===== src/source/kpu_pkg.sv =====
package kpu_pkg;

  localparam int WORD_W      = 32;
  localparam int REG_IDX_W   = 5;
  localparam int NUM_REGS    = 32;
  localparam int PC_REG      = 31;
  localparam int MEM_ADDR_W  = 8;
  localparam int MEM_WORDS   = 256;
  localparam int CTRL_DATA_W = 8;

  // Opword layout, immediate shares bits with src2
  localparam int OPCODE_LSB = 0;
  localparam int OPCODE_W   = 6;
  localparam int SRC0_LSB   = 6;
  localparam int SRC1_LSB   = 11;
  localparam int SRC2_LSB   = 16;
  localparam int IMM_LSB    = 16;
  localparam int IMM_W      = 16;

  typedef logic [WORD_W-1:0]    word_t;
  typedef logic [REG_IDX_W-1:0] reg_idx_t;

  // Code zero halts, so a blank memory stops the core
  typedef enum logic [OPCODE_W-1:0] {
    OP_HALT = 6'h00,
    OP_ADD  = 6'h01,
    OP_SUB  = 6'h02,
    OP_AND  = 6'h03,
    OP_OR   = 6'h04,
    OP_XOR  = 6'h05,
    OP_SHL  = 6'h06,
    OP_SHR  = 6'h07,
    OP_SAR  = 6'h08,
    OP_LDI  = 6'h09,
    OP_LD   = 6'h0a,
    OP_ST   = 6'h0b,
    OP_OUT  = 6'h0c,
    OP_TIME = 6'h0d,
    OP_JZ   = 6'h0e
  } opcode_e;

  typedef enum logic [2:0] {
    MLU_ADD, MLU_SUB, MLU_AND, MLU_OR, MLU_XOR, MLU_PASS_A
  } mlu_op_e;

  typedef enum logic [1:0] {SH_LEFT, SH_RIGHT, SH_ARITH} shift_op_e;

  typedef enum logic [1:0] {SEL_SRC0, SEL_SRC1, SEL_SRC2, SEL_CTRL} reg_sel_e;

  // Out plane
  typedef enum logic [3:0] {
    SRC_NONE, SRC_REG, SRC_TMP0, SRC_TMP1, SRC_MLU,
    SRC_SHIFTER, SRC_TIMER, SRC_MEM, SRC_CTRL_DATA, SRC_IMM
  } bus_src_e;

  // In plane
  typedef enum logic [2:0] {
    DST_NONE, DST_REG, DST_TMP0, DST_TMP1, DST_MEM, DST_OPWORD
  } bus_dst_e;

endpackage

===== src/source/mlu.sv =====
`timescale 1ns/10ps

module mlu import kpu_pkg::*; (
  input  word_t   a,
  input  word_t   b,
  input  mlu_op_e op,
  input  logic    carry_in,
  output word_t   result,
  output logic    zero,
  output logic    carry,
  output logic    negative
);

  word_t             b_eff;
  logic [WORD_W:0]   sum;

  // Subtract is a + ~b + 1, with the 1 arriving on carry_in
  assign b_eff = (op == MLU_SUB) ? ~b : b;
  assign sum   = {1'b0, a} + {1'b0, b_eff} + {{WORD_W{1'b0}}, carry_in};

  always_comb begin
    carry = 1'b0;
    case (op)
      MLU_ADD, MLU_SUB: begin
        result = sum[WORD_W-1:0];
        carry  = sum[WORD_W];
      end
      MLU_AND: result = a & b;
      MLU_OR:  result = a | b;
      MLU_XOR: result = a ^ b;
      default: result = a;
    endcase
  end

  assign zero     = (result == '0);
  assign negative = result[WORD_W-1];

endmodule


===== config.mk =====
export PLATFORM = sky130hd
export DESIGN_NAME = mlu
export DESIGN_NICKNAME = d
export VERILOG_FILES = /design/src/source/kpu_pkg.sv /design/src/source/mlu.sv
export SDC_FILE = /design/constraint.sdc
export NUM_CORES = 1
export LEC_CHECK = 0
export ABC_AREA = 1
export BUFFER_PORTS_ARGS = -buffer_cell sky130_fd_sc_hd__buf_2
export CORE_MARGIN = 1.5
export CORE_UTILIZATION = 60
export DETAILED_ROUTE_END_ITERATION = 12
export MAX_ROUTING_LAYER = met4
export PLACE_DENSITY = 0.89
export SYNTH_ARGS = -nofsm -noshare
export SYNTH_HDL_FRONTEND = slang
export SYNTH_SLANG_ARGS = --single-unit

===== constraint.sdc =====
create_clock -name vclk -period 5.05
set_input_delay 0.7575 -clock vclk [all_inputs]
set_output_delay 0.7575 -clock vclk [all_outputs]
set_load 0.1 [all_outputs]

==> run metrics <==
status complete, no violations; main combinational cell family by area after synthesis simple AND/OR/NAND/NOR gates; final total power 995.1 uW; achievable clock frequency 210.9 MHz; CORE AREA 8636 sq um; max-slew violations 0; Placer Congestion 1.045; initial antenna violation count 0; clk_buf instances 0; Distinct cells, synth 34; routed via count between 6000 and 7000; row cnt 34; slew margin rel. 0.4849; Syn Nets 1174; die width ~97 um; multi-input logic area 4268 sq um; xor/xnor share of the synthesized area 0.05316; Sw Ratio 0.7129; synth warn 0; All-Layer GR Usage 0.3391; grt total ovfl 0; RSZ-0062 raised after global routing false; Syn Inst Count roughly 1000; adder-cell area share of the yosys netlist 0.2330; register area share after synthesis 0; Cell Int Power 285.7 uW; # resized after CTS 0; largest net degree at the start of global routing 33; Syn Std Cell Area around 5300 sq um; # fillers about 830; syn avg cell area 5.226 sq um; Ant. Diodes 0; vias in the first global route approximately 5700; post-layout min period 4.741 ns; setup TNS 0 ns; die area 9359 sq um; most frequent cells in the layout nand2_1, inv_1, ha_1; Post-CTS Setup Inserts 0; NetSw 709.4 uW; Post-DRT Antenna Nets 0; IO buf count 103; critical path endpoint category primary output; met3 Use GR 0.02601; Clk network pwr share 0; sequential cell area 0 sq um; GR peak layer met2; Worst Path Required 4.29 ns; CP Data Arrival Time 3.98 ns; routed wire length around 16000 um; P_leak around 4.0 nW; layout cells sized above 1 0.1249; worst slew pin tran 0.7718 ns; Synth Area in Compound Gates 0.09563; number of max-cap violations 0; HP Class in -> out; Cell Pwr Density 163.6 nW/um^2; Final Hold Fails 0; global-route wire length before repair between 20000 and 30000 um; DR DRC count 0; DR WL/cell approximately 13 um; Synth Area in Simple Gates 0.4184; Design Area, Final just over 6000 sq um; Combinational Power Share 1.000; CP Max Fanout 5; 1st-iter DRT viols 524; most common cell after layout, fill and taps aside nand2_1; Initial Util 0.6105; peak supply drop 140.1 uV; Tcrit/Tclk final 0.9389; Die Span Y slightly below 100 um; M2 GR Usage 0.5557; nets 1264; mux contribution to synthesized area 0; sequential power share 0; via/cell ratio 5.228; Hold-fix buffers, CTS 0; io pins 103; number of flip-flops and latches 0; Layout area overhead 15.38%; final setup violating endpoints 0; Pre-antenna DRT Iters 5; detailed placer's ending HPWL 13150 um; placed cell area 6073 sq um; GRT met1 Usage 0.4557; crit path kind in -> out; startpoint types primary input
[Yosys cell counts]
library cell  count  area, sq um
nand2_4           1        11.26
buf_2             8        40.04
o2111ai_1         1        8.760
fa_1              2        40.04
nand3_1          65        325.3
ha_1             95         1189
nand3b_1          8        60.06
nor3_2            1        10.01
a211oi_2          1        12.51
or2_2             4        25.02
o211a_1           1        10.01
o21bai_1          1        7.510
o211ai_1          1        7.510
clkbuf_1          2        7.510
o21ai_1           6        30.03
inv_1           236        885.9
nand2_1         377         1415
buf_4             6        45.04
o21ai_0          31        155.2
buf_6             5        56.30
nand4_1          13        81.33
clkinv_1          1        3.750
inv_2             4        15.01
xor2_1           32        280.3
nand3_2           2        20.02
nor3_1            5        25.02
nand2_2           1        6.260
nor2_2            3        18.77
a21oi_1          19        95.09
nor2_1           52        195.2
a211oi_1         18        135.1
a221oi_1          4        35.03
and2_1            2        12.51
a21o_1            1        7.510
[worst max-delay path, cell delays in order]
cell	delay [ns]
buf_2	0.16
inv_6	0.09
nand2_4	0.06
inv_2	0.07
nand2_4	0.07
xor2_2	0.15
fa_2	0.39
fa_2	0.40
inv_2	0.09
nand2_2	0.05
nand2_1	0.08
and2_1	0.17
nand2_1	0.10
nand3_1	0.16
nand2_1	0.12
nand2_1	0.08
nand2_1	0.04
nand3_1	0.08
nand2_1	0.06
nand2_1	0.09
nand2_1	0.05
inv_1	0.07
nand3_1	0.13
nor3_4	0.25
buf_12	0.21
[power by group through the flow]
stage	combinational (mW)	sequential, mW	clock, mW
after floorplan	0.741	0	0
after global placement	0.969	0	0
after detailed placement	0.979	0	0
after CTS	0.984	0	0
after global routing	1.09	0	0
final	0.995	0	0
[cells by family (layout without fill, tap and decap cells)]
kind of cell             after synthesis  after routing
AO/OA/AOI/OAI                         84             84
buffers and inverters                262            350
XOR/XNOR                              32             32
adder cells (fa/ha/maj)               97             97
AND/OR/NAND/NOR                      534            534
[layer usage]
metal | share of wire | up-vias
li1 | - | 3249
met1 | 0.46 | 2747
met2 | 0.45 | 274
met3 | 0.069 | 30
met4 | 0.027 | 0
met5 | 0 | -
[path summary, 6_finish.rpt]
kind | to | slack [ns] | startpoint | cells after the start
setup / recovery | zero | 0.31 | op[2] | 25
hold / removal | carry | 2.03 | op[1] | 5
[final cells by class]
cell class / count / share of cell area
multi-input combinational: 747 / 0.7016
timing repair buffer: 109 / 0.1263
inverter: 241 / 0.1499
tap: 108 / 0.02221
[through the flow]
| stage | setup slack, ns | hold WS (ns) | cells | utilization |
|---|---|---|---|---|
| finish | 0.3087 | 2.027 | 1205 | 0.7044 |
| global route | 0.03879 | 2.049 | 1205 | 0.7044 |
| CTS | 0.3222 | 2.027 | 1205 | 0.7033 |
| detailed placement | 0.3316 | 2.022 | 1205 | 0.7033 |
| global placement | 0.3536 | 2.021 | 1205 | 0.7033 |
| floorplan | -0.7985 | 1.949 | 1009 | - |
No activity file was read; power rests on OpenSTA's default activity.
