`src/source/kpu_pkg.sv`:
```
package kpu_pkg;

  localparam int WORD_W      = 32;
  localparam int REG_IDX_W   = 5;
  localparam int NUM_REGS    = 32;
  localparam int PC_REG      = 31;
  localparam int MEM_ADDR_W  = 8;
  localparam int MEM_WORDS   = 256;
  localparam int CTRL_DATA_W = 8;

  // Opword layout, immediate shares bits with src2
  localparam int OPCODE_LSB = 0;
  localparam int OPCODE_W   = 6;
  localparam int SRC0_LSB   = 6;
  localparam int SRC1_LSB   = 11;
  localparam int SRC2_LSB   = 16;
  localparam int IMM_LSB    = 16;
  localparam int IMM_W      = 16;

  typedef logic [WORD_W-1:0]    word_t;
  typedef logic [REG_IDX_W-1:0] reg_idx_t;

  // Code zero halts, so a blank memory stops the core
  typedef enum logic [OPCODE_W-1:0] {
    OP_HALT = 6'h00,
    OP_ADD  = 6'h01,
    OP_SUB  = 6'h02,
    OP_AND  = 6'h03,
    OP_OR   = 6'h04,
    OP_XOR  = 6'h05,
    OP_SHL  = 6'h06,
    OP_SHR  = 6'h07,
    OP_SAR  = 6'h08,
    OP_LDI  = 6'h09,
    OP_LD   = 6'h0a,
    OP_ST   = 6'h0b,
    OP_OUT  = 6'h0c,
    OP_TIME = 6'h0d,
    OP_JZ   = 6'h0e
  } opcode_e;

  typedef enum logic [2:0] {
    MLU_ADD, MLU_SUB, MLU_AND, MLU_OR, MLU_XOR, MLU_PASS_A
  } mlu_op_e;

  typedef enum logic [1:0] {SH_LEFT, SH_RIGHT, SH_ARITH} shift_op_e;

  typedef enum logic [1:0] {SEL_SRC0, SEL_SRC1, SEL_SRC2, SEL_CTRL} reg_sel_e;

  // Out plane
  typedef enum logic [3:0] {
    SRC_NONE, SRC_REG, SRC_TMP0, SRC_TMP1, SRC_MLU,
    SRC_SHIFTER, SRC_TIMER, SRC_MEM, SRC_CTRL_DATA, SRC_IMM
  } bus_src_e;

  // In plane
  typedef enum logic [2:0] {
    DST_NONE, DST_REG, DST_TMP0, DST_TMP1, DST_MEM, DST_OPWORD
  } bus_dst_e;

endpackage
```
`src/source/shifter.sv`:
```
`timescale 1ns/10ps

module shifter import kpu_pkg::*; (
  input  word_t       value,
  input  logic [4:0]  amount,
  input  shift_op_e   op,
  output word_t       result
);

  always_comb begin
    case (op)
      SH_LEFT:  result = value << amount;
      SH_RIGHT: result = value >> amount;
      // Sign bit fills from the top
      SH_ARITH: result = word_t'($signed(value) >>> amount);
      default:  result = value;
    endcase
  end

endmodule

```
`config.mk`:
```
export PLATFORM = sky130hd
export DESIGN_NAME = shifter
export DESIGN_NICKNAME = d
export VERILOG_FILES = /design/src/source/kpu_pkg.sv /design/src/source/shifter.sv
export SDC_FILE = /design/constraint.sdc
export NUM_CORES = 1
export LEC_CHECK = 0
export BUFFER_PORTS_ARGS = -buffer_cell sky130_fd_sc_hd__buf_2
export CORE_MARGIN = 3
export CORE_UTILIZATION = 32
export DETAILED_ROUTE_END_ITERATION = 10
export GPL_ROUTABILITY_DRIVEN = 0
export MAX_ROUTING_LAYER = met4
export PLACE_DENSITY = 0.51
export SYNTH_ARGS = -nofsm -noshare
export SYNTH_HDL_FRONTEND = slang
export SYNTH_SLANG_ARGS = --single-unit
```
`constraint.sdc`:
```
create_clock -name vclk -period 2.73
set_input_delay 0.1365 -clock vclk [all_inputs]
set_output_delay 0.1365 -clock vclk [all_outputs]
set_load 0.01 [all_outputs]
```
==> insert_results.sql <==
INSERT INTO impl_metrics (metric_group, metric, value, unit) VALUES
('sta', 'setup_tns', '0', 'ns'),
('global_route', 'global_route_usage_sum', '27.9', '%'),
('global_route', 'grt_start_max_net_pins', '50', ''),
('drt', 'drt-pass1-iter-count', '6', ''),
('drt', 'detail_route.wirelength.met1', '8920', 'um'),
('placed_design', 'place.detailed.instances', '816', ''),
('sta', 'layout_worst_path_cycle_share', '91.9', '%'),
('drt', 'maxUsedRoutingLayer', 'met4', ''),
('drt', 'routed_wire_length_per_instance', '25.9', 'um'),
('pwr', 'share_seq_of_total_power', '0', '%'),
('final_layout', 'layout.cells.most_common', 'sky130_fd_sc_hd__nor2_1', ''),
('floorplanning', 'die-area', '0.0154', 'sq mm'),
('pwr', 'power_frac_clock', '0', '%'),
('setup_path', 'crit_buf_inv', '3', ''),
('floorplanning', 'rows', '42', ''),
('job', 'timing.max_cap.violations', '0', ''),
('floorplanning', 'initial_core_util', '33.1', '%'),
('final_layout', 'sequential_cell_area', '0', 'sq um'),
('hold_path', 'hold_path_class', 'input pin to output port', ''),
('sta', 'slew-limit-headroom', '56.7', '%'),
('floorplanning', 'io_pins', '71', ''),
('setup_path', 'critical_path.cell_chain', 'buf_4 -> buf_12 -> mux4_2 -> nand2b_1 -> o2111a_1 -> a2111oi_2 -> o21ai_1 -> o22a_1 -> buf_2', ''),
('final_layout', 'n_sequential_cell', '0', ''),
('setup_path', 'worstSetupStartpointType', 'input pin', ''),
('pwr', 'power_density', '224', 'mW/mm^2'),
('floorplanning', 'floorplan.die.height', '124', 'um'),
('floorplanning', 'design.core.area', '0.0135', 'sq mm'),
('drt', 'drt-total-wl', '21100', 'um'),
('logic_synthesis', 'syn-mean-instance-area', '7.54', 'sq um'),
('sta', 'slew_violations', '0', ''),
('setup_path', 'critPathSlowestCell', 'sky130_fd_sc_hd__mux4_2', ''),
('setup_path', 'delay_heaviest_family_cp', 'compound AO/OA/AOI/OAI gates', ''),
('global_route', 'grt_pass1_vias', '5098', ''),
('logic_synthesis', 'syn-cell-area', '0.00446', 'sq mm'),
('sta', 'min_period', '2.51', 'ns'),
('pwr', 'cellLeakagePower', '1.99', 'nW'),
('pwr', 'p_int', '460', 'uW'),
('setup_path', 'timing.critical_path.slowest_cell_delay', '0.50', 'ns'),
('sta', 'rsz0062_at_grt', 'no', ''),
('sta', 'finalHoldViolCount', '0', ''),
('setup_path', 'cp_data_arrival_time', '2.37', 'ns'),
('setup_path', 'cp_max_fo', '17', ''),
('drt', 'met2_length', '8920', 'um'),
('global_route', 'antenna_found_initial', '0', ''),
('final_layout', 'clock_buffers', '0', ''),
('setup_path', 'required', '2.59', 'ns'),
('placed_design', 'io_buffers', '71', ''),
('outcome', 'run_status', 'completed', ''),
('logic_synthesis', 'yosys.area_share.simple', '22.2', '%'),
('global_route', 'global_route_wire_length_before_repair', '32000', 'um'),
('placed_design', 'place.detailed.hpwl', '16100', 'um'),
('logic_synthesis', 'synth-compound-area-share', '27.1', '%'),
('drt', 'detail_route.vias_per_cell', '6.79', ''),
('setup_path', 'crit_path_end_kind', 'output port', ''),
('drt', 'met3_wirelength', '2620', 'um'),
('logic_synthesis', 'ys_seq_area_share', '0', '%'),
('global_route', 'grt_overflow', '0', ''),
('final_layout', 'area_growth_syn_to_layout', '13.7', '%'),
('final_layout', 'post_route_cells_drive_above_1_share', '30.6', '%'),
('logic_synthesis', 'synthAdderAreaFrac', '0', '%'),
('logic_synthesis', 'netlist.top_cell.by_area', 'sky130_fd_sc_hd__mux4_2', ''),
('final_layout', 'instances_no_fill', '817', ''),
('drt', 'ant_nets', '0', ''),
('pwr', 'combinationalPowerShare', '100.0', '%'),
('drt', 'vias', '5546', ''),
('logic_synthesis', 'yosys_warnings', '0', ''),
('final_layout', 'final_net_count', '681', ''),
('sta', 'fmaxAchievable', '399', 'MHz'),
('clocking', 'postCtsHoldBufs', '0', ''),
('sta', 'worst_slew_pin_slew', '0.648', 'ns'),
('logic_synthesis', 'fraction_of_synthesized_cell_area_taken_by_the_top_area_cell_type', '26.8', '%');
-- worst paths after layout --
| kind | endpoint | from | cells past startpoint |
|---|---|---|---|
| max | result[1] | amount[0] | 9 |
| min | result[3] | value[3] | 4 |
-- synthesized netlist by cell type, types with 12 or more instances --
cell type,n
sky130_fd_sc_hd__mux2_2,16
sky130_fd_sc_hd__o21ai_0,35
sky130_fd_sc_hd__mux2i_1,48
sky130_fd_sc_hd__nand2_1,60
sky130_fd_sc_hd__buf_2,12
sky130_fd_sc_hd__nor3_1,18
sky130_fd_sc_hd__clkbuf_1,32
sky130_fd_sc_hd__o22ai_1,12
sky130_fd_sc_hd__o21ai_1,12
sky130_fd_sc_hd__a21oi_1,29
sky130_fd_sc_hd__mux4_2,53
sky130_fd_sc_hd__nor2_1,91
-- cells by family after synthesis --
family | count (synthesis)
AO/OA/AOI/OAI | 178
XOR/XNOR | 1
buffers and inverters | 72
multiplexers | 117
AND/OR/NAND/NOR | 223
-- power groups by stage --
stage,logic (mW),registers [mW],clock network [mW]
after global placement,1.09,0,0
after floorplan,0.715,0,0
after CTS,1.10,0,0
final,1.13,0,0.000000104
after global routing,1.20,0,0
after detailed placement,1.10,0,0
-- timing repair --
action,in CTS,in global routing
setup buffers,0,0
endpoints found under the setup margin,0,1
gates resized for setup,0,1
-- metrics by stage --
stage | utilization [%] | worst slack, ns | power (mW) | area (sq um) | hold WS (ns)
5_1_grt | 37.6 | 0.112 | 1.20 | 5060 | 0.768
2_1_floorplan | - | 0.792 | 0.715 | 4460 | 0.403
3_3_place_gp | 37.6 | 0.231 | 1.09 | 5060 | 0.716
3_5_place_dp | 37.6 | 0.231 | 1.10 | 5060 | 0.726
6_report | 37.7 | 0.221 | 1.13 | 5070 | 0.737
4_1_cts | 37.6 | 0.230 | 1.10 | 5060 | 0.728
-- area by class of cell --
class                           count  area, sq um
Antenna cell                        1         2.50
Fill cell                        1464         8390
Inverter                            6         25.0
Multi-Input combinational cell    519         4060
Tap cell                          176          220
Timing Repair Buffer              115          757
-- per-layer routing --
layer	vias to the layer above	global-route usage, %
met5	-	-
met4	0	5.75
met3	57	4.36
met2	413	40.3
met1	2678	41.4
li1	2398	-
(Power assumes the default switching activity.)
