<file path="config.mk">
export PLATFORM = sky130hd
export DESIGN_NAME = register_file
export DESIGN_NICKNAME = d
export VERILOG_FILES = /design/src/source/kpu_pkg.sv /design/src/source/register_file.sv
export SDC_FILE = /design/constraint.sdc
export NUM_CORES = 1
export LEC_CHECK = 0
export BUFFER_PORTS_ARGS = -buffer_cell sky130_fd_sc_hd__buf_4
export CORE_ASPECT_RATIO = 0.6
export CORE_MARGIN = 2
export CORE_UTILIZATION = 55
export DETAILED_ROUTE_END_ITERATION = 8
export PLACE_DENSITY = 0.71
export SYNTH_ARGS = -nofsm -noshare
export SYNTH_HDL_FRONTEND = slang
export SYNTH_SLANG_ARGS = --single-unit
</file>
<file path="constraint.sdc">
create_clock -name clk -period 5.9 [get_ports clk]
set_input_delay 0.59 -clock clk [delete_from_list [all_inputs] [get_ports clk]]
set_output_delay 0.59 -clock clk [all_outputs]
set_load 0.01 [all_outputs]
</file>
<file path="src/source/kpu_pkg.sv">
package kpu_pkg;

  localparam int WORD_W      = 32;
  localparam int REG_IDX_W   = 5;
  localparam int NUM_REGS    = 32;
  localparam int PC_REG      = 31;
  localparam int MEM_ADDR_W  = 8;
  localparam int MEM_WORDS   = 256;
  localparam int CTRL_DATA_W = 8;

  // Opword layout, immediate shares bits with src2
  localparam int OPCODE_LSB = 0;
  localparam int OPCODE_W   = 6;
  localparam int SRC0_LSB   = 6;
  localparam int SRC1_LSB   = 11;
  localparam int SRC2_LSB   = 16;
  localparam int IMM_LSB    = 16;
  localparam int IMM_W      = 16;

  typedef logic [WORD_W-1:0]    word_t;
  typedef logic [REG_IDX_W-1:0] reg_idx_t;

  // Code zero halts, so a blank memory stops the core
  typedef enum logic [OPCODE_W-1:0] {
    OP_HALT = 6'h00,
    OP_ADD  = 6'h01,
    OP_SUB  = 6'h02,
    OP_AND  = 6'h03,
    OP_OR   = 6'h04,
    OP_XOR  = 6'h05,
    OP_SHL  = 6'h06,
    OP_SHR  = 6'h07,
    OP_SAR  = 6'h08,
    OP_LDI  = 6'h09,
    OP_LD   = 6'h0a,
    OP_ST   = 6'h0b,
    OP_OUT  = 6'h0c,
    OP_TIME = 6'h0d,
    OP_JZ   = 6'h0e
  } opcode_e;

  typedef enum logic [2:0] {
    MLU_ADD, MLU_SUB, MLU_AND, MLU_OR, MLU_XOR, MLU_PASS_A
  } mlu_op_e;

  typedef enum logic [1:0] {SH_LEFT, SH_RIGHT, SH_ARITH} shift_op_e;

  typedef enum logic [1:0] {SEL_SRC0, SEL_SRC1, SEL_SRC2, SEL_CTRL} reg_sel_e;

  // Out plane
  typedef enum logic [3:0] {
    SRC_NONE, SRC_REG, SRC_TMP0, SRC_TMP1, SRC_MLU,
    SRC_SHIFTER, SRC_TIMER, SRC_MEM, SRC_CTRL_DATA, SRC_IMM
  } bus_src_e;

  // In plane
  typedef enum logic [2:0] {
    DST_NONE, DST_REG, DST_TMP0, DST_TMP1, DST_MEM, DST_OPWORD
  } bus_dst_e;

endpackage
</file>
<file path="src/source/register_file.sv">
`timescale 1ns/10ps

module register_file import kpu_pkg::*; (
  input  logic     clk,
  input  logic     rst,
  input  reg_sel_e reg_sel,
  input  reg_idx_t src0,
  input  reg_idx_t src1,
  input  reg_idx_t src2,
  input  reg_idx_t ctrl_idx,
  input  logic     we,
  input  word_t    wdata,
  output word_t    rdata
);

  word_t    regs [NUM_REGS];
  reg_idx_t idx;

  // Index comes from the opword fields or from microcode
  always_comb begin
    case (reg_sel)
      SEL_SRC0: idx = src0;
      SEL_SRC1: idx = src1;
      SEL_SRC2: idx = src2;
      default:  idx = ctrl_idx;
    endcase
  end

  assign rdata = regs[idx];

  always_ff @(posedge clk) begin
    if (rst) begin
      for (int i = 0; i < NUM_REGS; i++) begin
        regs[i] <= '0;
      end
    end else if (we) begin
      regs[idx] <= wdata;
    end
  end

endmodule

</file>
==> impl_metrics.prom <==
# TYPE chip_impl_metric gauge
chip_impl_info{name="run_status",value="complete, no violations"} 1
chip_impl_metric{name="maxClockFrequency",unit="MHz"} 220
chip_impl_metric{name="ys_ff_latch",unit=""} 1024
chip_impl_metric{name="first_global_vias",unit=""} 29143
chip_impl_metric{name="synth-edff-count",unit=""} 1024
chip_impl_info{name="synth.most_common_cell",value="sky130_fd_sc_hd__and2_1"} 1
chip_impl_info{name="synthTopCellsByCount",value="sky130_fd_sc_hd__and2_1, sky130_fd_sc_hd__edfxtp_1, sky130_fd_sc_hd__mux2i_1, sky130_fd_sc_hd__nand2_1, sky130_fd_sc_hd__clkbuf_1"} 1
chip_impl_metric{name="detailedPlacementHpwl",unit="um"} 78100
chip_impl_metric{name="initial_core_util",unit="%"} 55.3
chip_impl_metric{name="die_height",unit="um"} 233
chip_impl_info{name="synth_largest_area_cell",value="sky130_fd_sc_hd__edfxtp_1"} 1
chip_impl_metric{name="synth_async_sr_flop_share",unit="%"} 0
chip_impl_metric{name="grt.met3_usage",unit="%"} 5.60
chip_impl_metric{name="fin_util",unit="%"} 60.4
chip_impl_info{name="critical_path.cell_chain",value="buf_4 -> mux4_4 -> buf_12 -> buf_4 -> mux2i_1 -> nand2_1 -> a32oi_1 -> nand4_1 -> buf_4"} 1
chip_impl_metric{name="worst_ep_required_time",unit="ns"} 5.31
chip_impl_metric{name="dieWidth",unit="um"} 386
chip_impl_metric{name="net_count_synth",unit=""} 3589
chip_impl_metric{name="intPower",unit="mW"} 12.6
chip_impl_metric{name="cts_setup_buffers",unit=""} 0
chip_impl_metric{name="slew_headroom",unit="%"} 9.77
chip_impl_metric{name="combPwrFrac",unit="%"} 11.7
chip_impl_metric{name="power_density",unit="nW/um^2"} 318
chip_impl_metric{name="p_leak",unit="nW"} 20.1
chip_impl_metric{name="finalMaxSlewViolations",unit=""} 0
chip_impl_metric{name="synth.yosys.warnings",unit=""} 0
chip_impl_info{name="netlist_top_cells_area",value="sky130_fd_sc_hd__edfxtp_1, sky130_fd_sc_hd__mux2i_1, sky130_fd_sc_hd__and2_1, sky130_fd_sc_hd__a32oi_1, sky130_fd_sc_hd__nand2_1"} 1
chip_impl_info{name="dominantRegCellSynth",value="sky130_fd_sc_hd__edfxtp_1"} 1
chip_impl_metric{name="drt_first_iter_violations",unit=""} 3553
chip_impl_metric{name="design_area",unit="sq um"} 52700
chip_impl_metric{name="drcViolationCount",unit=""} 0
chip_impl_metric{name="path_max_fanout",unit=""} 33
chip_impl_metric{name="synthToLayoutAreaGrowth",unit="%"} 9.17
chip_impl_info{name="grt_setup_unrepaired",value="no"} 1
chip_impl_metric{name="worst_ir_drop_vdd",unit="V"} 0.000309
chip_impl_metric{name="vias",unit=""} 29155
chip_impl_info{name="critPathTopFamily",value="buffers and inverters"} 1
chip_impl_metric{name="share_of_cells_above_drive_strength_1",unit="%"} 11.3
chip_impl_metric{name="place.port_buffers",unit=""} 88
chip_impl_info{name="largest_registers",value="regs: 1024 flops"} 1
chip_impl_metric{name="sequentialPowerShare",unit="%"} 50.9
chip_impl_metric{name="syn_inst",unit=""} 3532
chip_impl_metric{name="report.final.setup_viol",unit=""} 0
chip_impl_metric{name="timing_hold_violations_final",unit=""} 0
chip_impl_metric{name="globalRoute.totalOverflow",unit=""} 0
chip_impl_metric{name="final.period_utilization",unit="%"} 76.9
chip_impl_metric{name="postSynthAreaPerCell",unit="sq um"} 13.7
chip_impl_metric{name="detail_route.wirelength",unit="um"} 136000
chip_impl_metric{name="yosysTopAreaCellShare",unit="%"} 63.7
chip_impl_metric{name="dieArea",unit="sq um"} 90200
chip_impl_metric{name="place_congestion",unit=""} 0.816
chip_impl_metric{name="cts_num_sinks",unit=""} 1024
chip_impl_metric{name="layout.cells.non_filler",unit=""} 4725
chip_impl_metric{name="number_of_placed_instances_taps_included",unit=""} 4551
chip_impl_metric{name="synth.yosys.seq_area_share",unit="%"} 63.7
chip_impl_metric{name="grt_max_degree",unit=""} 129
chip_impl_metric{name="coreArea",unit="sq um"} 87200
chip_impl_metric{name="drv.max_cap_violation_count",unit=""} 0
chip_impl_metric{name="grt_antenna_before_repair",unit=""} 5
chip_impl_info{name="regMostFlops",value="regs"} 1
chip_impl_info{name="global_route.peak_usage_layer",value="met2"} 1
chip_impl_metric{name="num_rows",unit=""} 84
chip_impl_info{name="cts.root.buffer_cell",value="sky130_fd_sc_hd__clkbuf_16"} 1
chip_impl_metric{name="cts.hold.buffers_added",unit=""} 0
chip_impl_metric{name="groute.layer.met2.usage",unit="%"} 47.2
chip_impl_metric{name="placed_cell_area",unit="sq um"} 49600
chip_impl_metric{name="cts.clk_slew.worst_paths",unit="ns"} 0.06
chip_impl_metric{name="setup-tns-final",unit="ns"} 0
chip_impl_info{name="worstHoldPathType",value="in2reg"} 1
chip_impl_metric{name="total_switching_power",unit="mW"} 4.17
chip_impl_metric{name="cts_max_path_buffers",unit=""} 3
chip_impl_metric{name="first_pass_grt_wire_length",unit="um"} 197000
chip_impl_metric{name="grt_util_all_layers",unit="%"} 30.2
chip_impl_metric{name="tightestPinTransition",unit="ns"} 1.35
chip_impl_metric{name="cts_repair_resize_count",unit=""} 0
chip_impl_metric{name="avgRoutedWirePerCell",unit="um"} 28.7
chip_impl_info{name="start_kind",value="input pin"} 1
chip_impl_metric{name="dr_vias_cell",unit=""} 6.17
chip_impl_metric{name="timing.final.crit_period",unit="ns"} 4.54
chip_impl_metric{name="fill_cells",unit=""} 6569
chip_impl_metric{name="cell_area_synth",unit="sq um"} 48200
chip_impl_metric{name="max_stage_delay",unit="ns"} 0.87
chip_impl_metric{name="first_pass_iters",unit=""} 6
chip_impl_metric{name="final_nets",unit=""} 3543
chip_impl_info{name="worst-setup-path-type",value="in2out"} 1
chip_impl_metric{name="synth.distinct_cells",unit=""} 22
chip_impl_metric{name="critical_path.n_buffers_inverters",unit=""} 4
chip_impl_metric{name="numCtsBuffers",unit=""} 94
chip_impl_metric{name="postRouteAntennaNets",unit=""} 0
chip_impl_info{name="path_common_cell",value="sky130_fd_sc_hd__buf_4"} 1
chip_impl_metric{name="hold-worst-slack",unit="ns"} 0.412
chip_impl_metric{name="critPathArrivalTime",unit="ns"} 3.95
chip_impl_metric{name="io_pins",unit=""} 89
chip_impl_metric{name="htree_num_levels",unit=""} 3
chip_impl_info{name="timing.critical_path.to_type",value="output port"} 1
chip_impl_info{name="clock_tree_from_tritoncts",value="yes"} 1
chip_impl_metric{name="largest_register_ffs",unit=""} 1024
chip_impl_metric{name="place_worst_setup_slack",unit="ns"} 1.39
chip_impl_metric{name="met1_grt_util",unit="%"} 42.8
chip_impl_metric{name="power_switching_share",unit="%"} 24.9
chip_impl_metric{name="postLayoutSetupSlackWorst",unit="ns"} 1.36
chip_impl_metric{name="report.power.total",unit="mW"} 16.8
chip_impl_info{name="critical-path-slowest-cell",value="sky130_fd_sc_hd__mux4_4"} 1
chip_impl_metric{name="power.clock.fraction",unit="%"} 37.4
## cell families (layout without fill, tap and decap cells)
group | Yosys count | count (layout) | synth area share (%)
AOI/OAI and AO/OA | 128 | 128 | 2.32
other | 0 | 4 | 0
buffers and inverters | 326 | 354 | 3.62
muxes | 651 | 651 | 13.6
DFF | 1024 | 1024 | 63.7
and+or+nand+nor | 1403 | 1403 | 16.7
## placed cells by master (no fill, tap or decap), types with 21 or more instances in the layout
master	n
sky130_fd_sc_hd__buf_4	172
sky130_fd_sc_hd__edfxtp_1	1024
sky130_fd_sc_hd__and2_1	1025
sky130_fd_sc_hd__nand4_1	32
sky130_fd_sc_hd__mux2i_1	644
sky130_fd_sc_hd__nor2_2	32
sky130_fd_sc_hd__a32oi_1	128
sky130_fd_sc_hd__clkinv_2	25
sky130_fd_sc_hd__clkbuf_16	95
sky130_fd_sc_hd__or2_2	32
sky130_fd_sc_hd__clkinv_1	21
sky130_fd_sc_hd__nand2_1	265
## area by class of cell
| cell class | count | area (sq um) | share of cell area (%) |
|---|---|---|---|
| antenna | 4 | 10.0 | 0.0190 |
| inverter | 1 | 3.75 | 0.00713 |
| tap | 1161 | 1450 | 2.76 |
| clock buffer | 104 | 2410 | 4.58 |
| clock inverter | 66 | 649 | 1.23 |
| multi-input combinational | 2182 | 15900 | 30.1 |
| timing repair buffer | 183 | 1510 | 2.87 |
| sequential | 1024 | 30700 | 58.4 |
## power groups by stage
| stage | clock [mW] | combinational, mW | sequential (mW) |
|---|---|---|---|
| detailed placement | 0 | 1.94 | 8.68 |
| floorplan | 0 | 1.23 | 8.64 |
| CTS | 6.28 | 1.95 | 8.53 |
| global route | 6.55 | 2.06 | 8.56 |
| finish | 6.27 | 1.96 | 8.53 |
| global placement | 0 | 1.90 | 8.66 |
## path summary, 6_finish.rpt
path                   start                         to  slack (ns)  cells after the start
hold / removal      wdata[1]  regs[31][1]$_SDFFCE_PN0P_        0.41                      2
setup / recovery  reg_sel[0]                  rdata[12]        1.36                      9
## layer usage
metal  vias up  routed length (um)
met3       281               13600
met1     14754               55600
met5         -                  12
met2      1615               61700
met4         2                4650
li1      12503                   -
Note: power is estimated with default switching activity, not from simulation.
