===== config.mk =====
export PLATFORM = sky130hd
export DESIGN_NAME = control_logic
export DESIGN_NICKNAME = d
export VERILOG_FILES = /design/src/source/kpu_pkg.sv /design/src/source/control_logic.sv
export SDC_FILE = /design/constraint.sdc
export NUM_CORES = 1
export LEC_CHECK = 0
export BUFFER_PORTS_ARGS = -buffer_cell sky130_fd_sc_hd__buf_2
export CELL_PAD_IN_SITES_DETAIL_PLACEMENT = 0
export CELL_PAD_IN_SITES_GLOBAL_PLACEMENT = 1
export CORE_MARGIN = 5
export CORE_UTILIZATION = 30
export CTS_CLUSTER_DIAMETER = 100
export CTS_CLUSTER_SIZE = 12
export DETAILED_ROUTE_END_ITERATION = 6
export PLACE_DENSITY = 0.76
export SLEW_MARGIN = 20
export SYNTH_ARGS = -nofsm -noshare
export SYNTH_HDL_FRONTEND = slang
export SYNTH_SLANG_ARGS = --single-unit

===== constraint.sdc =====
create_clock -name clk -period 2.85 [get_ports clk]
set_input_delay 0.7125 -clock clk [delete_from_list [all_inputs] [get_ports clk]]
set_output_delay 0.7125 -clock clk [all_outputs]
set_load 0.02 [all_outputs]

===== src/source/kpu_pkg.sv =====
package kpu_pkg;

  localparam int WORD_W      = 32;
  localparam int REG_IDX_W   = 5;
  localparam int NUM_REGS    = 32;
  localparam int PC_REG      = 31;
  localparam int MEM_ADDR_W  = 8;
  localparam int MEM_WORDS   = 256;
  localparam int CTRL_DATA_W = 8;

  // Opword layout, immediate shares bits with src2
  localparam int OPCODE_LSB = 0;
  localparam int OPCODE_W   = 6;
  localparam int SRC0_LSB   = 6;
  localparam int SRC1_LSB   = 11;
  localparam int SRC2_LSB   = 16;
  localparam int IMM_LSB    = 16;
  localparam int IMM_W      = 16;

  typedef logic [WORD_W-1:0]    word_t;
  typedef logic [REG_IDX_W-1:0] reg_idx_t;

  // Code zero halts, so a blank memory stops the core
  typedef enum logic [OPCODE_W-1:0] {
    OP_HALT = 6'h00,
    OP_ADD  = 6'h01,
    OP_SUB  = 6'h02,
    OP_AND  = 6'h03,
    OP_OR   = 6'h04,
    OP_XOR  = 6'h05,
    OP_SHL  = 6'h06,
    OP_SHR  = 6'h07,
    OP_SAR  = 6'h08,
    OP_LDI  = 6'h09,
    OP_LD   = 6'h0a,
    OP_ST   = 6'h0b,
    OP_OUT  = 6'h0c,
    OP_TIME = 6'h0d,
    OP_JZ   = 6'h0e
  } opcode_e;

  typedef enum logic [2:0] {
    MLU_ADD, MLU_SUB, MLU_AND, MLU_OR, MLU_XOR, MLU_PASS_A
  } mlu_op_e;

  typedef enum logic [1:0] {SH_LEFT, SH_RIGHT, SH_ARITH} shift_op_e;

  typedef enum logic [1:0] {SEL_SRC0, SEL_SRC1, SEL_SRC2, SEL_CTRL} reg_sel_e;

  // Out plane
  typedef enum logic [3:0] {
    SRC_NONE, SRC_REG, SRC_TMP0, SRC_TMP1, SRC_MLU,
    SRC_SHIFTER, SRC_TIMER, SRC_MEM, SRC_CTRL_DATA, SRC_IMM
  } bus_src_e;

  // In plane
  typedef enum logic [2:0] {
    DST_NONE, DST_REG, DST_TMP0, DST_TMP1, DST_MEM, DST_OPWORD
  } bus_dst_e;

endpackage

===== src/source/control_logic.sv =====
`timescale 1ns/10ps

module control_logic import kpu_pkg::*; (
  input  logic                   clk,
  input  logic                   rst,
  input  logic                   run,
  input  opcode_e                opcode,
  input  logic                   mlu_zero,
  output bus_src_e               bus_src,
  output bus_dst_e               bus_dst,
  output reg_sel_e               reg_sel,
  output logic [CTRL_DATA_W-1:0] ctrl_data,
  output mlu_op_e                mlu_op,
  output logic                   mlu_carry_in,
  output shift_op_e              shift_op,
  output logic                   io_strobe,
  output logic                   halted
);

  typedef enum logic [3:0] {
    ST_IDLE, ST_FETCH0, ST_FETCH1, ST_FETCH2, ST_FETCH3,
    ST_EXEC0, ST_EXEC1, ST_EXEC2, ST_HALTED
  } state_e;

  state_e    state;
  state_e    state_next;
  state_e    exec_last;
  logic      halt_op;
  mlu_op_e   alu_op;
  logic      alu_carry;
  shift_op_e alu_shift;

  // Per-opcode execute length and function selects
  always_comb begin
    exec_last = ST_EXEC0;
    halt_op   = 1'b0;
    alu_op    = MLU_ADD;
    alu_carry = 1'b0;
    alu_shift = SH_LEFT;
    case (opcode)
      OP_ADD: exec_last = ST_EXEC2;
      OP_SUB: begin
        exec_last = ST_EXEC2;
        alu_op    = MLU_SUB;
        alu_carry = 1'b1;
      end
      OP_AND: begin
        exec_last = ST_EXEC2;
        alu_op    = MLU_AND;
      end
      OP_OR: begin
        exec_last = ST_EXEC2;
        alu_op    = MLU_OR;
      end
      OP_XOR: begin
        exec_last = ST_EXEC2;
        alu_op    = MLU_XOR;
      end
      OP_SHL, OP_JZ: exec_last = ST_EXEC2;
      OP_SHR: begin
        exec_last = ST_EXEC2;
        alu_shift = SH_RIGHT;
      end
      OP_SAR: begin
        exec_last = ST_EXEC2;
        alu_shift = SH_ARITH;
      end
      OP_LD, OP_ST: exec_last = ST_EXEC1;
      OP_LDI, OP_OUT, OP_TIME: exec_last = ST_EXEC0;
      default: halt_op = 1'b1;
    endcase
  end

  always_comb begin
    state_next = state;
    case (state)
      ST_IDLE:   if (run) state_next = ST_FETCH0;
      ST_FETCH0: state_next = ST_FETCH1;
      ST_FETCH1: state_next = ST_FETCH2;
      ST_FETCH2: state_next = ST_FETCH3;
      ST_FETCH3: state_next = ST_EXEC0;
      ST_EXEC0, ST_EXEC1, ST_EXEC2: begin
        if (state == exec_last) begin
          state_next = halt_op ? ST_HALTED : ST_FETCH0;
        end else begin
          state_next = state_e'(state + 1'b1);
        end
      end
      default: state_next = ST_HALTED;
    endcase
  end

  always_ff @(posedge clk) begin
    if (rst) begin
      state <= ST_IDLE;
    end else begin
      state <= state_next;
    end
  end

  // One out-plane and one in-plane choice per microstep
  always_comb begin
    bus_src      = SRC_NONE;
    bus_dst      = DST_NONE;
    reg_sel      = SEL_SRC0;
    ctrl_data    = '0;
    mlu_op       = MLU_ADD;
    mlu_carry_in = 1'b0;
    shift_op     = SH_LEFT;
    io_strobe    = 1'b0;
    case (state)
      // PC to tmp0, fetch word, then PC + 1 back into r31
      ST_FETCH0: begin
        bus_src   = SRC_REG;
        reg_sel   = SEL_CTRL;
        ctrl_data = CTRL_DATA_W'(PC_REG);
        bus_dst   = DST_TMP0;
      end
      ST_FETCH1: begin
        bus_src = SRC_MEM;
        bus_dst = DST_OPWORD;
      end
      ST_FETCH2: begin
        bus_src   = SRC_CTRL_DATA;
        ctrl_data = CTRL_DATA_W'(1);
        bus_dst   = DST_TMP1;
      end
      ST_FETCH3: begin
        bus_src   = SRC_MLU;
        bus_dst   = DST_REG;
        reg_sel   = SEL_CTRL;
        ctrl_data = CTRL_DATA_W'(PC_REG);
      end
      ST_EXEC0: begin
        case (opcode)
          OP_ADD, OP_SUB, OP_AND, OP_OR, OP_XOR, OP_SHL, OP_SHR, OP_SAR,
          OP_LD, OP_ST, OP_JZ: begin
            bus_src = SRC_REG;
            reg_sel = SEL_SRC1;
            bus_dst = DST_TMP0;
          end
          OP_LDI: begin
            bus_src = SRC_IMM;
            bus_dst = DST_REG;
          end
          OP_OUT: begin
            bus_src   = SRC_REG;
            reg_sel   = SEL_SRC1;
            io_strobe = 1'b1;
          end
          OP_TIME: begin
            bus_src = SRC_TIMER;
            bus_dst = DST_REG;
          end
          default: ;
        endcase
      end
      ST_EXEC1: begin
        case (opcode)
          OP_ADD, OP_SUB, OP_AND, OP_OR, OP_XOR, OP_SHL, OP_SHR, OP_SAR: begin
            bus_src = SRC_REG;
            reg_sel = SEL_SRC2;
            bus_dst = DST_TMP1;
          end
          OP_LD: begin
            bus_src = SRC_MEM;
            bus_dst = DST_REG;
          end
          // Store writes rd to the word at ra
          OP_ST: begin
            bus_src = SRC_REG;
            bus_dst = DST_MEM;
          end
          OP_JZ: begin
            bus_src = SRC_CTRL_DATA;
            bus_dst = DST_TMP1;
          end
          default: ;
        endcase
      end
      ST_EXEC2: begin
        mlu_op       = alu_op;
        mlu_carry_in = alu_carry;
        shift_op     = alu_shift;
        case (opcode)
          OP_ADD, OP_SUB, OP_AND, OP_OR, OP_XOR: begin
            bus_src = SRC_MLU;
            bus_dst = DST_REG;
          end
          OP_SHL, OP_SHR, OP_SAR: begin
            bus_src = SRC_SHIFTER;
            bus_dst = DST_REG;
          end
          // ra + 0 through the MLU sets the zero flag
          OP_JZ: begin
            if (mlu_zero) begin
              bus_src   = SRC_IMM;
              bus_dst   = DST_REG;
              reg_sel   = SEL_CTRL;
              ctrl_data = CTRL_DATA_W'(PC_REG);
            end
          end
          default: ;
        endcase
      end
      default: ;
    endcase
  end

  assign halted = (state == ST_HALTED);

endmodule


==> results.md, run 1 <==
* Initial antenna violation count at 0
* Fmax at ~340 MHz
* Initial core utilization at between 30 and 40%
* WL/cell at 15.5 um
* Maximum root-to-sink buffer count at 2
* Max reg flops at 4
* Root buf cell: clkbuf_4
* Final Cycle Share at 104%
* I/O pins at 35
* TritonRoute pass-1 iters at 4
* Final setup violation count at 3
* Largest Register: state
* Core ar. at between 0.003 and 0.004 mm^2
* Critical setup path kind: in -> out
* First-pass GRT wire length at roughly 5600 um
* Row Count at 20
* Via Count at approximately 1,300
* Pwr Total at approximately 900 uW
* CP endpoint kind: primary output
* P_leak at between 0.0007 and 0.0008 uW
* Final Util at 52.2%
* Regs by FF count: state (4)
* Crit Path Max Fanout at 5
* Port Buffers at 31
* DP Area at 0.00127 mm^2
* Max H-tree Level at 1
* Distinct cells, synth at between 40 and 50
* Antenna viol nets, final at 0
* GRT Total Usage at between 10% and 20%
* Num CTS Buffers at 3
* Period minus WS final at between 2 and 3 ns
* Synth warn at 0
* Final Max Tran Viols at 0
* Area Overhead vs Synth at 67.2%
* EDFF count, synth at 0
* Largest net degree at the start of global routing at 17
* Violated checks: negative setup slack
* Setup Skew at about 0.00038 ns
* TritonCTS clock tree: built
* Avg Inst Size Synth at about 6.4 um^2
* Yosys reg bits at 4
* DR vias/cell at between 5 and 6
* Die area at ~0.0044 mm^2
* Clock sink total at 4
* Synth Cell Area at 946 um^2
* Worst min path class: reg -> reg
* Share of flip-flops with an asynchronous set or reset at 0%
* Nets@finish at about 220
* RSZ-0062 raised after global routing: true
* Finished Cell Area at 0.00158 mm^2
* Overflow after GRT at 0
* PwrDens at 580 mW/mm^2
* Die W at 66.2 um
* Synth Instances at ~150
* FILL cells at 297
* Status: finished, violations left
* Worst Path Required at ~2.1 ns
* Final Hold Vio Count at 0
* Final GP Congestion at just over 0.9
* Main synth FF type: dfxtp_1
* Seq/Total Area, Yosys at under 10%
* DR iter-0 viols at between 150 and 200
* Final WL at just under 4000 um
* Commonest non-fill, non-tap cell in the layout: buf_4
* Worst R2R Setup Slack at between 0.8 and 0.9 ns
* CP startpoint kind: primary input
* Worst-margin pin slew at about 0.56 ns
* Relative slew margins at about three fifths
* Post-route worst setup slack at -0.112 ns
* Post-DP HPWL at ~2700 um
* Vias in the first global route at approximately 1,200
* Worst vdd ir at ~0.17 mV
* Ant. Diodes at 0
* Share of layout cells above drive strength 1 at between 40% and 50%
* Die height at between 60 and 70 um
* Most frequent cells in the layout: buf_4, buf_2, nor2_1, nand2_1
* Clock-pin slew on the worst setup and hold paths at 0.04 ns
* Critical path arrival at 2.25 ns
* DRC at 0
* Max cap viols at 0
* Worst skew pair latency at around 0.23 ns
-- critical path, cell delays in order --
cell and delay [ns]:
buf_2 0.11, buf_4 0.14, buf_4 0.16, nor4b_2 0.17
a21oi_1 0.19, o31ai_2 0.12, or4_4 0.49, buf_6 0.15
-- metrics by stage --
stage	setup TNS, ns	setup WS (ns)	hold slack, ns	instances
finish	-0.237	-0.112	0.613	252
CTS	-0.168	-0.0786	0.663	237
global placement	-0.987	-0.220	0.634	234
global route	-0.958	-0.167	0.685	252
detailed placement	-1.37	-0.232	0.658	234
floorplan	-0.0260	-0.0260	0.572	150
-- metal layers --
| layer | vias to the layer above | track usage, % | share of wire [%] |
|---|---|---|---|
| li1 | 660 | - | - |
| met1 | 625 | 20.9 | 41 |
| met2 | 52 | 27.6 | 52 |
| met3 | 8 | 0.680 | 5.3 |
| met4 | 0 | 5.84 | 1.4 |
| met5 | - | 0 | 0 |
-- layout make-up --
type / count / area, um^2 / share of cell area (%)
multi-input cells: 123 / 853 / 54.0
well taps: 44 / 55.1 / 3.48
flip-flops and latches: 4 / 82.6 / 5.22
clock buffers: 3 / 22.5 / 1.42
repair buffers: 72 / 546 / 34.5
inverters: 6 / 22.5 / 1.42
-- Yosys cell counts (2+ instances only) --
cell type	n	area (um^2)
clkbuf_1	9	33.8
o22ai_1	3	18.8
a22o_1	3	26.3
nor2b_1	5	31.3
mux2i_1	3	30.0
nor4_1	4	25.0
o21ai_0	7	35.0
buf_4	6	45.0
o21bai_1	2	15.0
nor3_1	8	40.0
dfxtp_1	4	80.1
a21oi_1	7	35.0
o31ai_1	2	15.0
nand2_1	15	56.3
nand3b_1	3	22.5
a31oi_1	2	12.5
ha_1	4	50.1
nand4b_1	2	17.5
inv_1	6	22.5
nor2_1	20	75.1
nand3_1	4	20.0
nand4_1	5	31.3
-- logic make-up after synthesis --
group	Yosys count	share of synthesized area [%]
compound gates	37	27.8
xor+xnor	1	0.926
fa+ha+maj	4	5.29
buf+inv	23	12.4
flops	4	8.47
mux	3	3.17
other cells	1	0.396
simple gates	75	41.5
-- power breakdown --
group          total [uW]  internal (uW)  switching, uW
clock                70.2           47.1           23.0
combinational         729            317            412
sequential            117           75.4           41.7
-- worst paths after layout --
check,from,endpoint,cells after the start
worst min register to register,state[0]$_SDFFE_PP0P_,state[0]$_SDFFE_PP0P_,2
worst min-delay path,state[0]$_SDFFE_PP0P_,state[0]$_SDFFE_PP0P_,2
worst max register to register,state[1]$_SDFFE_PP0P_,state[3]$_SDFFE_PP0P_,9
worst max-delay path,opcode[0],bus_dst[0],8
-- what timing repair did --
action,in CTS,in global routing
gates cloned,0,1
gates resized for setup,12,25
hold buffers,0,0
pin swaps,7,10
buffers inserted,0,14
endpoints found under the setup margin,12,13
Power figures use the tool's default switching activity.
==> run 2: changes to the inputs <==
==> constraint.sdc (replaced) <==
create_clock -name clk -period 2.85 [get_ports clk]
set_input_delay 0 -clock clk [delete_from_list [all_inputs] [get_ports clk]]
set_output_delay 0 -clock clk [all_outputs]
set_load 0.02 [all_outputs]
==> results.md, run 2 (synthesis gave the netlist of run 1 again) <==
* Clk pwr share at 9.4% (was 7.7%)
* P_leak at 0.000484 uW (was 0.000705 uW)
* Die height at 66.2 um (unchanged)
* PwrDens at 667 mW/mm^2 (was 580 mW/mm^2)
* Nets@finish at 185 (was 224)
* CP startpoint kind: register (was primary input)
* Max H-tree Level at 1 (unchanged)
* Clock sink total at 4 (unchanged)
* Final Cycle Share at 79.2% (was 104%)
* Die area at 0.00438 mm^2 (unchanged)
* Post-CTS sizing at 0 (was 12)
* Logic gate share of total power at 75.5% (was 79.6%)
* First-pass GRT wire length at 4750 um (was 5590 um)
* Post-route worst setup slack at 0.592 ns (was -0.112 ns)
* Maximum root-to-sink buffer count at 2 (unchanged)
* Sw frac at 57.1% (was 52.1%)
* Final Max Tran Viols at 0 (unchanged)
* DR iter-0 viols at 95 (was 178)
* GRT met2 Usage at 20.4% (was 27.6%)
* Core ar. at 0.00303 mm^2 (unchanged)
* Most frequent cells in the layout: buf_2, nor2_1, nand2_1, nor3_1 (was buf_4, buf_2, nor2_1, nand2_1)
* Max reg flops at 4 (unchanged)
* DR vias/cell at 5.51 (was 5.34)
* Hold_buf cts at 1 (was 0)
* I/O pins at 35 (unchanged)
* Initial antenna violation count at 0 (unchanged)
* Fraction of met3 tracks used by global routing at 2.55% (was 0.680%)
* Setup Skew at 0.0000622 ns (was 0.000379 ns)
* Hold path cells at 4 (was 2)
* Relative slew margins at 64.0% (was 61.7%)
* Met1 GRT Util at 18.2% (was 20.9%)
* NetSw at 422 uW (was 477 uW)
* Final WL at 2990 um (was 3900 um)
* Worst R2R Path Depth at 7 (was 9)
* Worst-margin pin slew at 0.526 ns (was 0.560 ns)
* Period minus WS final at 2.26 ns (was 2.96 ns)
* Post-DP HPWL at 2270 um (was 2700 um)
* Ant. Diodes at 0 (unchanged)
* Setup TNS at 0 ns (was -0.237 ns)
* TritonRoute pass-1 iters at 5 (was 4)
* Overflow after GRT at 0 (unchanged)
* CP endpoint kind: primary output (unchanged)
* GRT Total Usage at 13.5% (was 16.0%)
* Critical path arrival at 2.26 ns (was 2.25 ns)
* Seq pwr share at 15.1% (was 12.8%)
* Global-route layer with the greatest usage: met2 (unchanged)
* Crit. Startpoint: state[1]$_SDFFE_PP0P_ (was opcode[0])
* Critical setup path kind: reg -> out (was in -> out)
* Status: completed (was finished, violations left)
* Worst vdd ir at 0.177 mV (was 0.169 mV)
* Via Count at 1,174 (was 1,345)
* Vias in the first global route at 1,038 (was 1,228)
* Worst min path class: in -> reg (was reg -> reg)
* Regs by FF count: state (4) (unchanged)
* Worst skew pair latency at 0.23 ns (about the same)
* FILL cells at 345 (was 297)
* Hold Slack at 0.297 ns (was 0.613 ns)
* Die W at 66.2 um (unchanged)
* Num CTS Buffers at 3 (unchanged)
* Pwr Total at 739 uW (was 917 uW)
* Final setup violation count at 0 (was 3)
* Commonest non-fill, non-tap cell in the layout: buf_2 (was buf_4)
* Post-CTS setup buffers at 0 (unchanged)
* Share of layout cells above drive strength 1 at 22.5% (was 45.7%)
* TritonCTS clock tree: built (unchanged)
* Source of the worst hold timing path: opcode[4] (was state[0]$_SDFFE_PP0P_)
* Antenna viol nets, final at 0 (unchanged)
* RSZ-0062 raised after global routing: false (was true)
* Port Buffers at 31 (unchanged)
* Crit Path Max Fanout at 9 (was 5)
* Largest Register: state (unchanged)
* Final Util at 36.6% (was 52.2%)
* R2R Path Start: state[0]$_SDFFE_PP0P_ (was state[1]$_SDFFE_PP0P_)
* Clock-pin slew on the worst setup and hold paths at 0.04 ns (about the same)
* Max cap viols at 0 (unchanged)
* Row Count at 20 (unchanged)
* DRC at 0 (unchanged)
* Cell Int Power at 317 uW (was 439 uW)
* Initial core utilization at 31.2% (unchanged)
* Final Hold Vio Count at 0 (unchanged)
* Worst Path Required at 2.85 ns (was 2.14 ns)
* Final GP Congestion at 0.936 (was 0.908)
* Setup WS pre-CTS at 0.870 ns (was -0.232 ns)
* WL/cell at 14.1 um (was 15.5 um)
* Largest net degree at the start of global routing at 19 (was 17)
* Fmax at 443 MHz (was 338 MHz)
* Root buf cell: clkbuf_4 (unchanged)
* Area Overhead vs Synth at 17.2% (was 67.2%)
==> run 2: cell types whose count changed in the layout (fill, tap and decap cells not counted), moves of 2 or more <==
| cell | delta |
|---|---|
| nand2_2 | -2 |
| buf_2 | +9 |
| dfxtp_1 | +2 |
| buf_4 | -40 |
| dfxtp_2 | -2 |
| buf_6 | -6 |
| nand2_1 | +2 |
==> run 2: layout make-up <==
class	count	area [um^2]	share of cell area, %
flip-flops and latches	4	80.1	7.22
multi-input cells	123	756	68.2
clock buffers	3	22.5	2.03
repair buffers	33	173	15.6
well taps	44	55.1	4.97
inverters	6	22.5	2.03
==> run 2: path summary, 6_finish.rpt <==
path / endpoint / slack, ns
max: bus_dst[0] / 0.59
min reg2reg: state[0]$_SDFFE_PP0P_ / 0.67
max reg2reg: state[3]$_SDFFE_PP0P_ / 0.83
min: state[0]$_SDFFE_PP0P_ / 0.30
==> run 2: through the flow <==
step | cell area (um^2) | cells
floorplan | 953 | 150
detailed placement | 1080 | 209
global route | 1110 | 213
global placement | 1080 | 209
CTS | 1110 | 213
finish | 1110 | 213
==> run 2: power groups by stage <==
stage               sequential [uW]  combinational [uW]  clock [uW]
finish                          112                 558        69.1
global route                    116                 610        79.2
CTS                             111                 553        73.2
detailed placement              111                 551           0
global placement                110                 556           0
floorplan                      90.0                 439           0
==> run 2: routing by layer <==
metal	wire, um	share of wire (%)
met5	0	0
met4	17	0.57
met3	266	8.9
met2	1330	44
met1	1380	46
==> run 2: worst max-delay path, stage by stage (launching register included) <==
cell	delay, ns
dfxtp_1	0.43
inv_1	0.16
ha_1	0.32
nand3b_1	0.18
nor4b_1	0.07
a21oi_1	0.12
o31ai_1	0.10
or4_1	0.46
buf_2	0.17
